[src/common/boardIo_defs.svh]
//~~~~~~~~~~~~~~~~~~~~~~~~~~~~~~~~~~~~~~~~~~~~~~~~~~~~~~~~~~~~~~~~~~~~~~~~~~
// Board I/O sizes and dividers
//~~~~~~~~~~~~~~~~~~~~~~~~~~~~~~~~~~~~~~~~~~~~~~~~~~~~~~~~~~~~~~~~~~~~~~~~~~
`ifndef BOARD_IO_DEFS_SVH
`define BOARD_IO_DEFS_SVH

// Push buttons on the board
`define BUTTON_COUNT 4

// Digits on the multiplexed display
`define DIGIT_COUNT 4

// Clock cycles between digit scan ticks
`define SCAN_DIV 16

// Clock cycles between debounce sample ticks
`define DEBOUNCE_DIV 8

// Equal samples needed to flip a debounced level
`define DEBOUNCE_COUNT 4

`endif

[src/common/boardIoPkg.sv]
//~~~~~~~~~~~~~~~~~~~~~~~~~~~~~~~~~~~~~~~~~~~~~~~~~~~~~~~~~~~~~~~~~~~~~~~~~~
// Board I/O types
//~~~~~~~~~~~~~~~~~~~~~~~~~~~~~~~~~~~~~~~~~~~~~~~~~~~~~~~~~~~~~~~~~~~~~~~~~~
`default_nettype none
`include "boardIo_defs.svh"

package boardIoPkg;

	// Word index into the register map, taken from PADDR[4:2]
	typedef enum logic [2:0]
	{
		LED_REG     = 3'd0,
		BUTTON_REG  = 3'd1,
		PRESS_REG   = 3'd2,
		DISPLAY_REG = 3'd3,
		MODE_REG    = 3'd4
	} regAddrT;

	// Hex view, nibble 3 lands on the leftmost digit
	typedef struct packed
	{
		logic [15:0] reserved;
		logic [`DIGIT_COUNT-1:0][3:0] nibble;
	} hexViewT;

	// Raw view, one segment byte per digit
	typedef struct packed
	{
		logic [`DIGIT_COUNT-1:0][7:0] pattern;
	} rawViewT;

	// Same display word, read either way depending on mode
	typedef union packed
	{
		hexViewT hex;
		rawViewT raw;
	} displayWordT;

endpackage

`default_nettype wire

[src/common/displayIf.sv]
//~~~~~~~~~~~~~~~~~~~~~~~~~~~~~~~~~~~~~~~~~~~~~~~~~~~~~~~~~~~~~~~~~~~~~~~~~~
// Display bus
//~~~~~~~~~~~~~~~~~~~~~~~~~~~~~~~~~~~~~~~~~~~~~~~~~~~~~~~~~~~~~~~~~~~~~~~~~~
`timescale 1ns/1ps
`default_nettype none

interface displayIf import boardIoPkg::*; ();

	// Word and mode from the register file
	displayWordT displayWord;
	logic rawMode;
	// High until software first writes the display word
	logic blank;
	// Digit advance enable from the timer
	logic scanTick;

	modport regs (output displayWord, output rawMode, output blank);

	modport scanner (input displayWord, input rawMode, input blank, input scanTick);

	modport timer (output scanTick);

endinterface

`default_nettype wire

[src/buttons/buttonDebouncer.sv]
//~~~~~~~~~~~~~~~~~~~~~~~~~~~~~~~~~~~~~~~~~~~~~~~~~~~~~~~~~~~~~~~~~~~~~~~~~~
// Button debouncer
//~~~~~~~~~~~~~~~~~~~~~~~~~~~~~~~~~~~~~~~~~~~~~~~~~~~~~~~~~~~~~~~~~~~~~~~~~~
`timescale 1ns/1ps
`default_nettype none
`include "boardIo_defs.svh"

module buttonDebouncer
(
	input wire clock,
	input wire arstN,
	input wire sampleTick,
	input wire button,
	output logic level,
	output logic pressPulse
);
	localparam int COUNT_W = $clog2(`DEBOUNCE_COUNT);
	localparam logic [COUNT_W-1:0] LAST_SAMPLE = COUNT_W'(`DEBOUNCE_COUNT - 1);

	logic [1:0] syncChain;
	logic [COUNT_W-1:0] stableCount;
	logic flip;

	// Last of the required run of differing samples
	assign flip = sampleTick && (syncChain[1] != level) && (stableCount == LAST_SAMPLE);

	always_ff @(posedge clock or negedge arstN)
	begin
		if (!arstN)
		begin
			syncChain <= '0;
			stableCount <= '0;
			level <= 1'b0;
			pressPulse <= 1'b0;
		end
		else
		begin
			// Two flops against metastability
			syncChain <= {syncChain[0], button};
			if (sampleTick)
			begin
				// A sample matching the level breaks the run
				if (flip || (syncChain[1] == level))
					stableCount <= '0;
				else
					stableCount <= stableCount + 1'b1;
			end
			if (flip)
				level <= ~level;
			// Pulses for one cycle with the rising level
			pressPulse <= flip && !level;
		end
	end

	levelOnSample: assert property (@(posedge clock) disable iff (!arstN)
		$changed(level) |-> $past(sampleTick));

endmodule

`default_nettype wire

[src/display/sevenSegScanner.sv]
//~~~~~~~~~~~~~~~~~~~~~~~~~~~~~~~~~~~~~~~~~~~~~~~~~~~~~~~~~~~~~~~~~~~~~~~~~~
// Seven-segment scanner
//~~~~~~~~~~~~~~~~~~~~~~~~~~~~~~~~~~~~~~~~~~~~~~~~~~~~~~~~~~~~~~~~~~~~~~~~~~
`timescale 1ns/1ps
`default_nettype none
`include "boardIo_defs.svh"

module sevenSegScanner
(
	input wire clock,
	input wire arstN,
	displayIf.scanner display,
	output logic [7:0] segment,
	output logic [`DIGIT_COUNT-1:0] digit
);
	logic [`DIGIT_COUNT-1:0] nextDigit;
	logic [3:0] nibble;
	logic [7:0] rawByte;
	logic [6:0] hexSegments;
	logic [7:0] nextSegment;

	// Rotate toward higher digits on each scan tick
	assign nextDigit = display.scanTick ? {digit[`DIGIT_COUNT-2:0], digit[`DIGIT_COUNT-1]} : digit;

	// Digit k shows nibble or byte from the top down
	always_comb
	begin
		nibble = '0;
		rawByte = '0;
		for (int k = 0; k < `DIGIT_COUNT; k++)
		begin
			if (nextDigit[k])
			begin
				nibble = display.displayWord.hex.nibble[`DIGIT_COUNT-1-k];
				rawByte = display.displayWord.raw.pattern[`DIGIT_COUNT-1-k];
			end
		end
	end

	// Hex glyphs, bit 0 = a up to bit 6 = g
	always_comb
	begin
		case (nibble)
			4'h0: hexSegments = 7'h3f;
			4'h1: hexSegments = 7'h06;
			4'h2: hexSegments = 7'h5b;
			4'h3: hexSegments = 7'h4f;
			4'h4: hexSegments = 7'h66;
			4'h5: hexSegments = 7'h6d;
			4'h6: hexSegments = 7'h7d;
			4'h7: hexSegments = 7'h07;
			4'h8: hexSegments = 7'h7f;
			4'h9: hexSegments = 7'h6f;
			4'ha: hexSegments = 7'h77;
			4'hb: hexSegments = 7'h7c;
			4'hc: hexSegments = 7'h39;
			4'hd: hexSegments = 7'h5e;
			4'he: hexSegments = 7'h79;
			default: hexSegments = 7'h71;
		endcase
	end

	// Blank wins, dp stays dark in hex mode
	assign nextSegment = display.blank ? 8'h00 :
		(display.rawMode ? rawByte : {1'b0, hexSegments});

	// Select and pattern move in the same edge
	always_ff @(posedge clock or negedge arstN)
	begin
		if (!arstN)
		begin
			digit <= `DIGIT_COUNT'(1);
			segment <= '0;
		end
		else
		begin
			digit <= nextDigit;
			segment <= nextSegment;
		end
	end

	digitOneHot: assert property (@(posedge clock) disable iff (!arstN)
		$onehot(digit));

endmodule

`default_nettype wire

[src/hdl/apbRegisterFile.sv]
//~~~~~~~~~~~~~~~~~~~~~~~~~~~~~~~~~~~~~~~~~~~~~~~~~~~~~~~~~~~~~~~~~~~~~~~~~~
// APB register file
//~~~~~~~~~~~~~~~~~~~~~~~~~~~~~~~~~~~~~~~~~~~~~~~~~~~~~~~~~~~~~~~~~~~~~~~~~~
`timescale 1ns/1ps
`default_nettype none
`include "boardIo_defs.svh"

module apbRegisterFile import boardIoPkg::*;
(
	input wire clock,
	input wire arstN,
	input wire psel,
	input wire penable,
	input wire pwrite,
	input wire [4:0] paddr,
	input wire [31:0] pwdata,
	input wire [`BUTTON_COUNT-1:0] levels,
	input wire [`BUTTON_COUNT-1:0] pressPulses,
	output logic [31:0] prdata,
	output logic pslverr,
	output logic [3:0] led,
	displayIf.regs display
);
	regAddrT index;
	logic access;
	logic writeEn;
	logic addrError;
	logic [31:0] readWord;
	logic [`BUTTON_COUNT-1:0] pressReg;
	logic [`BUTTON_COUNT-1:0] pressClear;
	displayWordT displayReg;
	logic modeReg;
	logic blankReg;

	// Word index, byte lanes ignored
	assign index = regAddrT'(paddr[4:2]);
	// Zero wait states, access cycle completes the transfer
	assign access = psel && penable;
	assign writeEn = access && pwrite && !addrError;

	// Read mux and error decode
	always_comb
	begin
		readWord = '0;
		addrError = 1'b0;
		case (index)
			LED_REG: readWord = 32'(led);
			BUTTON_REG:
			begin
				readWord = 32'(levels);
				// Button levels are read only
				addrError = pwrite;
			end
			PRESS_REG: readWord = 32'(pressReg);
			DISPLAY_REG: readWord = displayReg;
			MODE_REG: readWord = 32'(modeReg);
			default: addrError = 1'b1;
		endcase
	end

	assign prdata = (access && !pwrite && !addrError) ? readWord : '0;
	assign pslverr = access && addrError;

	// Write 1 to clear
	assign pressClear = (writeEn && index == PRESS_REG) ? pwdata[`BUTTON_COUNT-1:0] : '0;

	always_ff @(posedge clock or negedge arstN)
	begin
		if (!arstN)
		begin
			led <= '0;
			pressReg <= '0;
			displayReg <= '0;
			modeReg <= 1'b0;
			blankReg <= 1'b1;
		end
		else
		begin
			if (writeEn)
			begin
				case (index)
					LED_REG: led <= pwdata[3:0];
					DISPLAY_REG:
					begin
						displayReg <= pwdata;
						blankReg <= 1'b0;
					end
					MODE_REG: modeReg <= pwdata[0];
					default: ;
				endcase
			end
			// New press beats a clear in the same cycle
			pressReg <= (pressReg & ~pressClear) | pressPulses;
		end
	end

	assign display.displayWord = displayReg;
	assign display.rawMode = modeReg;
	assign display.blank = blankReg;

	// Access phase must follow a setup phase
	apbSetupFirst: assert property (@(posedge clock) disable iff (!arstN)
		penable |-> psel && $past(psel && !penable));

endmodule

`default_nettype wire

[src/hdl/devBoardIo.sv]
//~~~~~~~~~~~~~~~~~~~~~~~~~~~~~~~~~~~~~~~~~~~~~~~~~~~~~~~~~~~~~~~~~~~~~~~~~~
// Devboard I/O top level
//~~~~~~~~~~~~~~~~~~~~~~~~~~~~~~~~~~~~~~~~~~~~~~~~~~~~~~~~~~~~~~~~~~~~~~~~~~
`timescale 1ns/1ps
`default_nettype none
`include "boardIo_defs.svh"

module devBoardIo
(
	input wire clock,
	input wire arstN,
	input wire psel,
	input wire penable,
	input wire pwrite,
	input wire [4:0] paddr,
	input wire [31:0] pwdata,
	input wire [`BUTTON_COUNT-1:0] notButton,
	output logic [31:0] prdata,
	output logic pslverr,
	output logic [3:0] notLed,
	output logic [7:0] notSegment,
	output logic [`DIGIT_COUNT-1:0] notDigit
);
	// Board pins are active low, core logic active high
	logic [`BUTTON_COUNT-1:0] button;
	logic [`BUTTON_COUNT-1:0] levels;
	logic [`BUTTON_COUNT-1:0] pressPulses;
	logic [3:0] led;
	logic [7:0] segment;
	logic [`DIGIT_COUNT-1:0] digit;
	logic sampleTick;

	displayIf displayBus ();

	assign button = ~notButton;
	assign notLed = ~led;
	assign notSegment = ~segment;
	assign notDigit = ~digit;

	scanTimer scanTimer_inst (.clock, .arstN, .sampleTick, .ticks(displayBus.timer));

	// One debouncer per button, shared sample tick
	for (genvar i = 0; i < `BUTTON_COUNT; i++)
	begin : gDebounce
		buttonDebouncer buttonDebouncer_inst (.clock, .arstN, .sampleTick,
			.button(button[i]), .level(levels[i]), .pressPulse(pressPulses[i]));
	end

	apbRegisterFile apbRegisterFile_inst (.clock, .arstN, .psel, .penable, .pwrite,
		.paddr, .pwdata, .levels, .pressPulses, .prdata, .pslverr, .led,
		.display(displayBus.regs));

	sevenSegScanner sevenSegScanner_inst (.clock, .arstN, .display(displayBus.scanner),
		.segment, .digit);

endmodule

`default_nettype wire

[src/hdl/scanTimer.sv]
//~~~~~~~~~~~~~~~~~~~~~~~~~~~~~~~~~~~~~~~~~~~~~~~~~~~~~~~~~~~~~~~~~~~~~~~~~~
// Sample and scan tick generator
//~~~~~~~~~~~~~~~~~~~~~~~~~~~~~~~~~~~~~~~~~~~~~~~~~~~~~~~~~~~~~~~~~~~~~~~~~~
`timescale 1ns/1ps
`default_nettype none
`include "boardIo_defs.svh"

module scanTimer
(
	input wire clock,
	input wire arstN,
	output logic sampleTick,
	displayIf.timer ticks
);
	localparam int SAMPLE_W = $clog2(`DEBOUNCE_DIV);
	localparam int SCAN_W = $clog2(`SCAN_DIV);
	localparam logic [SAMPLE_W-1:0] SAMPLE_LOAD = SAMPLE_W'(`DEBOUNCE_DIV - 1);
	localparam logic [SCAN_W-1:0] SCAN_LOAD = SCAN_W'(`SCAN_DIV - 1);

	logic [SAMPLE_W-1:0] sampleCount;
	logic [SCAN_W-1:0] scanCount;

	// Both counters reload at zero, ticks registered so they start low
	always_ff @(posedge clock or negedge arstN)
	begin
		if (!arstN)
		begin
			sampleCount <= SAMPLE_LOAD;
			scanCount <= SCAN_LOAD;
			sampleTick <= 1'b0;
			ticks.scanTick <= 1'b0;
		end
		else
		begin
			// Debounce sample period
			sampleTick <= (sampleCount == '0);
			sampleCount <= (sampleCount == '0) ? SAMPLE_LOAD : sampleCount - 1'b1;
			// Digit scan period
			ticks.scanTick <= (scanCount == '0);
			scanCount <= (scanCount == '0) ? SCAN_LOAD : scanCount - 1'b1;
		end
	end

	// Enables are single pulses, never back to back
	sampleTickSingle: assert property (@(posedge clock) disable iff (!arstN)
		sampleTick |=> !sampleTick);
	scanTickSingle: assert property (@(posedge clock) disable iff (!arstN)
		ticks.scanTick |=> !ticks.scanTick);

endmodule

`default_nettype wire

[config.mk]
export PLATFORM = sky130hd
export DESIGN_NAME = devBoardIo
export DESIGN_NICKNAME = d
export VERILOG_FILES = /design/src/common/boardIoPkg.sv /design/src/common/displayIf.sv /design/src/buttons/buttonDebouncer.sv /design/src/display/sevenSegScanner.sv /design/src/hdl/apbRegisterFile.sv /design/src/hdl/devBoardIo.sv /design/src/hdl/scanTimer.sv
export VERILOG_INCLUDE_DIRS = /design/src /design/src/common
export SDC_FILE = /design/constraint.sdc
export NUM_CORES = 1
export LEC_CHECK = 0
export BUFFER_PORTS_ARGS = -buffer_cell sky130_fd_sc_hd__buf_2
export CORE_UTILIZATION = 54
export CTS_CLUSTER_SIZE = 12
export DETAILED_ROUTE_END_ITERATION = 8
export PLACE_DENSITY_LB_ADDON = 0.2
export SYNTH_ARGS = -nofsm -noshare
export SYNTH_HDL_FRONTEND = slang
export SYNTH_SLANG_ARGS = --single-unit
[constraint.sdc]
create_clock -name clock -period 4.41 [get_ports clock]
set_clock_uncertainty 0.05 [all_clocks]
set_input_delay 0.441 -clock clock [delete_from_list [all_inputs] [get_ports clock]]
set_output_delay 0.441 -clock clock [all_outputs]
set_load 0.02 [all_outputs]
==> summary.txt, run 1 <==
Worst skew pair latency - 350 ps
Die Span X - 93.6 microns
Final wirelength - 9.87 mm
Post-CTS sizing - 0
# IOs - 95
Post-synth EDFFs - 0
Post-synth ARST share - 100%
Yosys reg bits - 87
Vias/cell - 5.58
FILL cells - 711
CTS tree - yes
Crit. End Element - flop
P&R area growth vs syn - 16.3%
HP Start - notButton[1]
DR vias - 3,511
Post-CTS Setup Inserts - 0
Diode count - 0
Crit Path Max Fanout - 19
GRT Util Overall - 23.9%
Tightest Hold Check Type - in -> reg
RSZ-0062 raised after global routing - no
Reg2reg start - scanTimer_inst.ticks.scanTick
Layout cells sized above 1 - 32.8%
Synth warn - 0
Antenna Nets Post-Route - 0
Die Area - 0.00876 sq mm
Pwr dens - 355 mW/mm^2
Mapped Area - 0.00453 sq mm
Final min period - 3140 ps
Final Hold Viols - 0
CP startpoint - scanTimer_inst.ticks.scanTick
Dominant synthesized flop cell - dfrtp_1
Initial Util - 55.4%
Max-cap violation count - 0
Setup Viol. Count Final - 0
Setup TNS - 0 ps
Syn_nets - 493
DP Wirelength - 7.16 mm
Yosys top cell by area - dfrtp_1
Top achievable clock speed - 318 MHz
Syn Area/Cell - 10.4 sq um
Commonest non-fill, non-tap cell in the layout - buf_2
Most frequent cells in the layout - buf_2, dfrtp_1, inv_1
Max-Slew Margin vs Limit - 28.1%
# hold bufs at CTS - 0
Yosys cell types - 59
Initial antenna violation count - 0
Total power - 1.87 mW
CTS sink cnt - 87
Slew @ Worst Pin - 1080 ps
Mapped Cells - 434
Dominant cells by area after synthesis - dfrtp_1, mux2_2, dfstp_2, and2_1, ha_1
Core Box Area - 0.00818 sq mm
Initial drt markers - 166
Clock transition at path regs - 90 ps
Port buffer count - 92
Req. time, crit path - 4600 ps
Status - finished, final reports clean
Overflow after GRT - 0
CP arrival - 3330 ps
Sequential-to-total area share from yosys stat - 48.3%
Synth top area share - 43.1%
Row count - 33
Clk buf depth - 2
Slew Limit Fails - 0
Cts bufs inserted - 9
Startpoint Class - flop
Gpl congestion - 0.870
CTS Root Cell - clkbuf_8
Lkg Pwr - 2.64 nW
Largest net degree at the start of global routing - 88
Wire per inst - 15.7 microns
Nets - 578
Global-route wire length before repair - 16.0 mm
Chip Height - 93.6 microns
Htree depth - 3
Crit Path Category - reg -> reg
Final worst path period share - 71.3%
Number of global-route vias before repair - 3,313
Drt drc - 0
Max IR drop VDD - 228 uV
First-pass iteration count of the detailed router - 4
==> report_power, final <==
group          internal, mW  switching [mW]  total, mW  leakage, nW
sequential            0.898          0.0900      0.988         1.07
combinational         0.125           0.132      0.258         1.46
clock                 0.325           0.301      0.625        0.109
total                  1.35           0.523       1.87         2.64
==> metrics by stage <==
stage          util (%)  hold WS (ps)  instance area (sq um)  setup slack [ps]  cells
4_1_cts            64.5           156                   5270              1290    629
5_1_grt            64.5           147                   5270              1060    629
3_3_place_gp       61.8           282                   5050              1340    613
2_1_floorplan         -          95.4                   4530              1900    434
3_5_place_dp       61.8           291                   5050              1330    613
6_report           64.5           169                   5270              1270    629
==> critical path, stage by stage (launching register included) <==
cell     delay (ps)
dfrtp_1         860
mux2i_2         440
a32oi_1         160
a22oi_1         410
inv_1           190
ha_1            330
or4b_4          460
o21ai_2          70
nor3_1           60
==> metal layers <==
metal / track usage [%] / wire length, microns / vias up
met5: 0 / 0 / -
met4: 8.21 / 155 / 0
met1: 33.5 / 4400 / 1729
met3: 3.50 / 463 / 12
met2: 38.0 / 4860 / 88
li1: - / - / 1682
==> cell type report <==
class	instances	area (sq um)	area share, %
flip-flops and latches	87	2190	41.5
multi-input cells	283	2080	39.5
repair buffers	94	478	9.07
inverters	44	170	3.23
well taps	105	131	2.49
clock buffers	10	128	2.42
clock inverters	6	92.6	1.76
==> cells in the mapped netlist (10+ instances only) <==
cell      count
mux2_2       38
nand2_1      30
dfrtp_1      78
nor2_1       23
nand3_1      11
and2_1       31
inv_1        41
ha_1         13
a21o_1       10
clkbuf_1     13
a21oi_1      17
o21ai_0      19
==> sequential cells by signal (all words and copies together), names as in the netlist <==
register	count
apbRegisterFile_inst.display.displayWord	32
gDebounce.buttonDebouncer_inst.stableCount	8
gDebounce.buttonDebouncer_inst.syncChain	8
sevenSegScanner_inst.segment	8
apbRegisterFile_inst.led	4
apbRegisterFile_inst.pressReg	4
gDebounce.buttonDebouncer_inst.level	4
gDebounce.buttonDebouncer_inst.pressPulse	4
scanTimer_inst.scanCount	4
sevenSegScanner_inst.digit	4
scanTimer_inst.sampleCount	3
apbRegisterFile_inst.display.blank	1
apbRegisterFile_inst.display.rawMode	1
scanTimer_inst.sampleTick	1
scanTimer_inst.ticks.scanTick	1
==> final timing paths <==
check,end,slack [ps],cells after the start
worst max-delay path,sevenSegScanner_inst.segment[1],1270,8
worst min-delay path,gDebounce[1].buttonDebouncer_inst.syncChain[0],170,2
worst max register to register,sevenSegScanner_inst.segment[1],1270,8
worst min register to register,gDebounce[0].buttonDebouncer_inst.syncChain[1],310,0
max in group asynchronous,apbRegisterFile_inst.display.displayWord[5],3390,1
min in group asynchronous,apbRegisterFile_inst.display.displayWord[7],220,1
==> cells by family after synthesis <==
logic type,share of synthesized area (%)
AO/OA/AOI/OAI,14.0
XOR/XNOR,0.966
adder cells (fa/ha/maj),3.59
buffers and inverters,5.88
flip-flops,48.3
multiplexers,12.5
AND/OR/NAND/NOR,14.7
Note: power is estimated with default switching activity, not from simulation.
==> run 2: changes to the inputs <==
Settings changed: ABC_AREA set to 1.
Clock period 4.41 ns to 3.2 ns, I/O delays scaled along.
==> run 2 against run 1 <==
Fmax increased by 31%. Via count increased by 13%. Synthesized cell count increased by 29%. Global-route usage increased by 3.8 points. Worst hold slack got worse by 120 ps. Wire length increased by 8.8%. Non-clock buffer count increased by 3. Sequential share of layout area increased by 0.59 points. First-iteration DRC count increased by 54%. Utilization increased by 2.1 points. Register-to-register slack got worse by 470 ps. Worst setup slack got worse by 470 ps. Critical path type unchanged. Largest cell class unchanged. Highest routed layer unchanged.
==> summary.txt, run 2 <==
Largest net degree at the start of global routing - 88 (unchanged)
Overflow after GRT - 0 (unchanged)
Antenna Nets Post-Route - 0 (unchanged)
Crit Path Category - reg -> reg
Max-cap violation count - 0 (unchanged)
Status - finished, final reports clean
Nets - 711 (+23%)
Die Area - 0.00855 sq mm (-2.5%)
Htree depth - 3 (unchanged)
Setup Viol. Count Final - 0 (unchanged)
Vias/cell - 5.22 (-6.5%)
Initial drt markers - 255 (+54%)
Dominant cells by area after synthesis - dfrtp_1, nand2_1, inv_1, dfstp_2, o21ai_0
Yosys cell types - 37 (-37%)
Tightest Hold Check Type - in -> reg
Pwr dens - 504 mW/mm^2 (+42%)
Req. time, crit path - 3390 ps (-1210 ps)
Clock transition at path regs - 100 ps (about the same)
Chip Height - 92.4 microns (-1.3%)
CTS sink cnt - 87 (unchanged)
Cts bufs inserted - 9 (unchanged)
Die Span X - 92.4 microns (-1.3%)
Drt drc - 0 (unchanged)
Synth cell count leaders - nand2_1, dfrtp_1, inv_1, o21ai_0, nor2_1
Max IR drop VDD - 323 uV (+41%)
GRT Util Overall - 27.7% (+3.8 points)
Lkg Pwr - 2.76 nW (+4.8%)
Final Hold Viols - 0 (unchanged)
Yosys reg bits - 87 (unchanged)
# hold bufs at CTS - 0 (unchanged)
Global-route wire length before repair - 18.5 mm (+15%)
Synth top area share - 44.2% (+1.1 points)
Number of global-route vias before repair - 3,976 (+20%)
Most frequent cell after synthesis - nand2_1
Final min period - 2400 ps (-741 ps)
Post-synth EDFFs - 0 (unchanged)
Slew @ Worst Pin - 1070 ps (-9.28 ps)
Worst skew pair latency - 360 ps (about the same)
Final wirelength - 10.7 mm (+8.8%)
Diode count - 0 (unchanged)
Wire per inst - 14.1 microns (-9.9%)
Most frequent cells in the layout - nand2_1, buf_2, inv_1, dfrtp_1, o21ai_0
Max reg flops - 32 (unchanged)
Yosys top cell by area - dfrtp_1
Startpoint Class - flop
Mapped Area - 0.00442 sq mm (-2.6%)
Slew Limit Fails - 0 (unchanged)
Gpl congestion - 0.846 (-2.8%)
Post-CTS Setup Inserts - 0 (unchanged)
Syn_nets - 620 (+26%)
Port buffer count - 92 (unchanged)
Sequential-to-total area share from yosys stat - 49.5% (+1.3 points)
Syn Area/Cell - 7.87 sq um (-25%)
Mapped Cells - 561 (+29%)
Max-Slew Margin vs Limit - 28.7% (+0.62 points)
Worst Hold Slack - 45.1 ps (-124 ps)
CTS Root Cell - clkbuf_8
CP arrival - 2600 ps (-730 ps)
DP Wirelength - 7.90 mm (+10%)
# IOs - 95 (unchanged)
Initial antenna violation count - 0 (unchanged)
Post-synth ARST share - 100% (unchanged)
Crit Path Max Fanout - 15 (-4)
RSZ-0062 raised after global routing - no
Core Box Area - 0.00781 sq mm (-4.5%)
Dominant synthesized flop cell - dfrtp_1
Post-CTS sizing - 0 (unchanged)
Row count - 32 (-3.0%)
CTS tree - yes
Final worst path period share - 75.1% (+3.8 points)
Setup TNS - 0 ps (unchanged)
Initial Util - 56.6% (+1.1 points)
Commonest non-fill, non-tap cell in the layout - nand2_1
Synth warn - 0 (unchanged)
Clk buf depth - 2 (unchanged)
P&R area growth vs syn - 17.7%
Layout cells sized above 1 - 21.0% (-12 points)
Top achievable clock speed - 416 MHz (+31%)
DR vias - 3,961 (+13%)
Finished Core Util - 66.6% (+2.1 points)
First-pass iteration count of the detailed router - 4 (unchanged)
Crit. End Element - flop
[run 2: cell families after synthesis]
group	share of synthesized area [%]
buffers and inverters	9.01
adders and majority gates	3.68
and+or+nand+nor	25.2
xor gates and xnor gates	0.992
DFF	49.5
AOI/OAI and AO/OA	11.3
muxes	0.227
[run 2: final timing paths]
path	end	slack, ps	start	cells past startpoint
max	sevenSegScanner_inst.segment[0]	800	scanTimer_inst.ticks.scanTick	15
max in group asynchronous	apbRegisterFile_inst.display.displayWord[24]	2310	arstN	1
max reg2reg	sevenSegScanner_inst.segment[0]	800	scanTimer_inst.ticks.scanTick	15
min in group asynchronous	apbRegisterFile_inst.display.displayWord[26]	100	arstN	1
min	gDebounce[0].buttonDebouncer_inst.syncChain[0]	50	notButton[0]	2
min reg2reg	gDebounce[3].buttonDebouncer_inst.syncChain[1]	310	gDebounce[3].buttonDebouncer_inst.syncChain[0]	0
[run 2: layer usage]
metal	wire length, microns	part of all wire, %	up-vias	GRT usage, %
met5	0	0	-	0
met4	114	1.1	0	7.29
met3	659	6.1	14	5.99
met2	5300	49	140	48.0
met1	4660	43	1859	35.0
li1	-	-	1948	-
[run 2: layout make-up]
cell class                 instances  area, sq um
fill                             677         2610
sequential                        87         2190
multi-input combinational        374         1830
timing repair buffer              97          500
inverter                          83          312
clock buffer                      11          151
tap                              102          128
clock inverter                     5         87.6
[run 2: worst max-delay path, stage by stage, from the launching register on]
cell and delay (ps):
dfrtp_1 450, inv_1 110, nand2_1 70, nand2_2 290, inv_2 110, o21ai_0 90
nand2_1 80, nand2_1 60, nand2_1 160, inv_1 150, ha_1 230, inv_1 70
nand3_1 100, nand3_1 100, nand3_1 100, nand2_1 60
[run 2: where the power goes]
group / switching [mW] / leakage, nW / internal [mW] / total (mW)
clock network: 0.415 / 0.118 / 0.491 / 0.906
logic: 0.237 / 1.59 / 0.133 / 0.370
registers: 0.100 / 1.06 / 1.24 / 1.34
[run 2: metrics by stage]
step	setup WS (ps)	power (mW)	instances	area, sq um
3_3_place_gp	870	1.71	743	4960
2_1_floorplan	1180	1.57	561	4420
5_1_grt	535	2.75	759	5200
4_1_cts	803	2.64	759	5200
6_report	798	2.62	759	5200
3_5_place_dp	832	1.73	743	4960
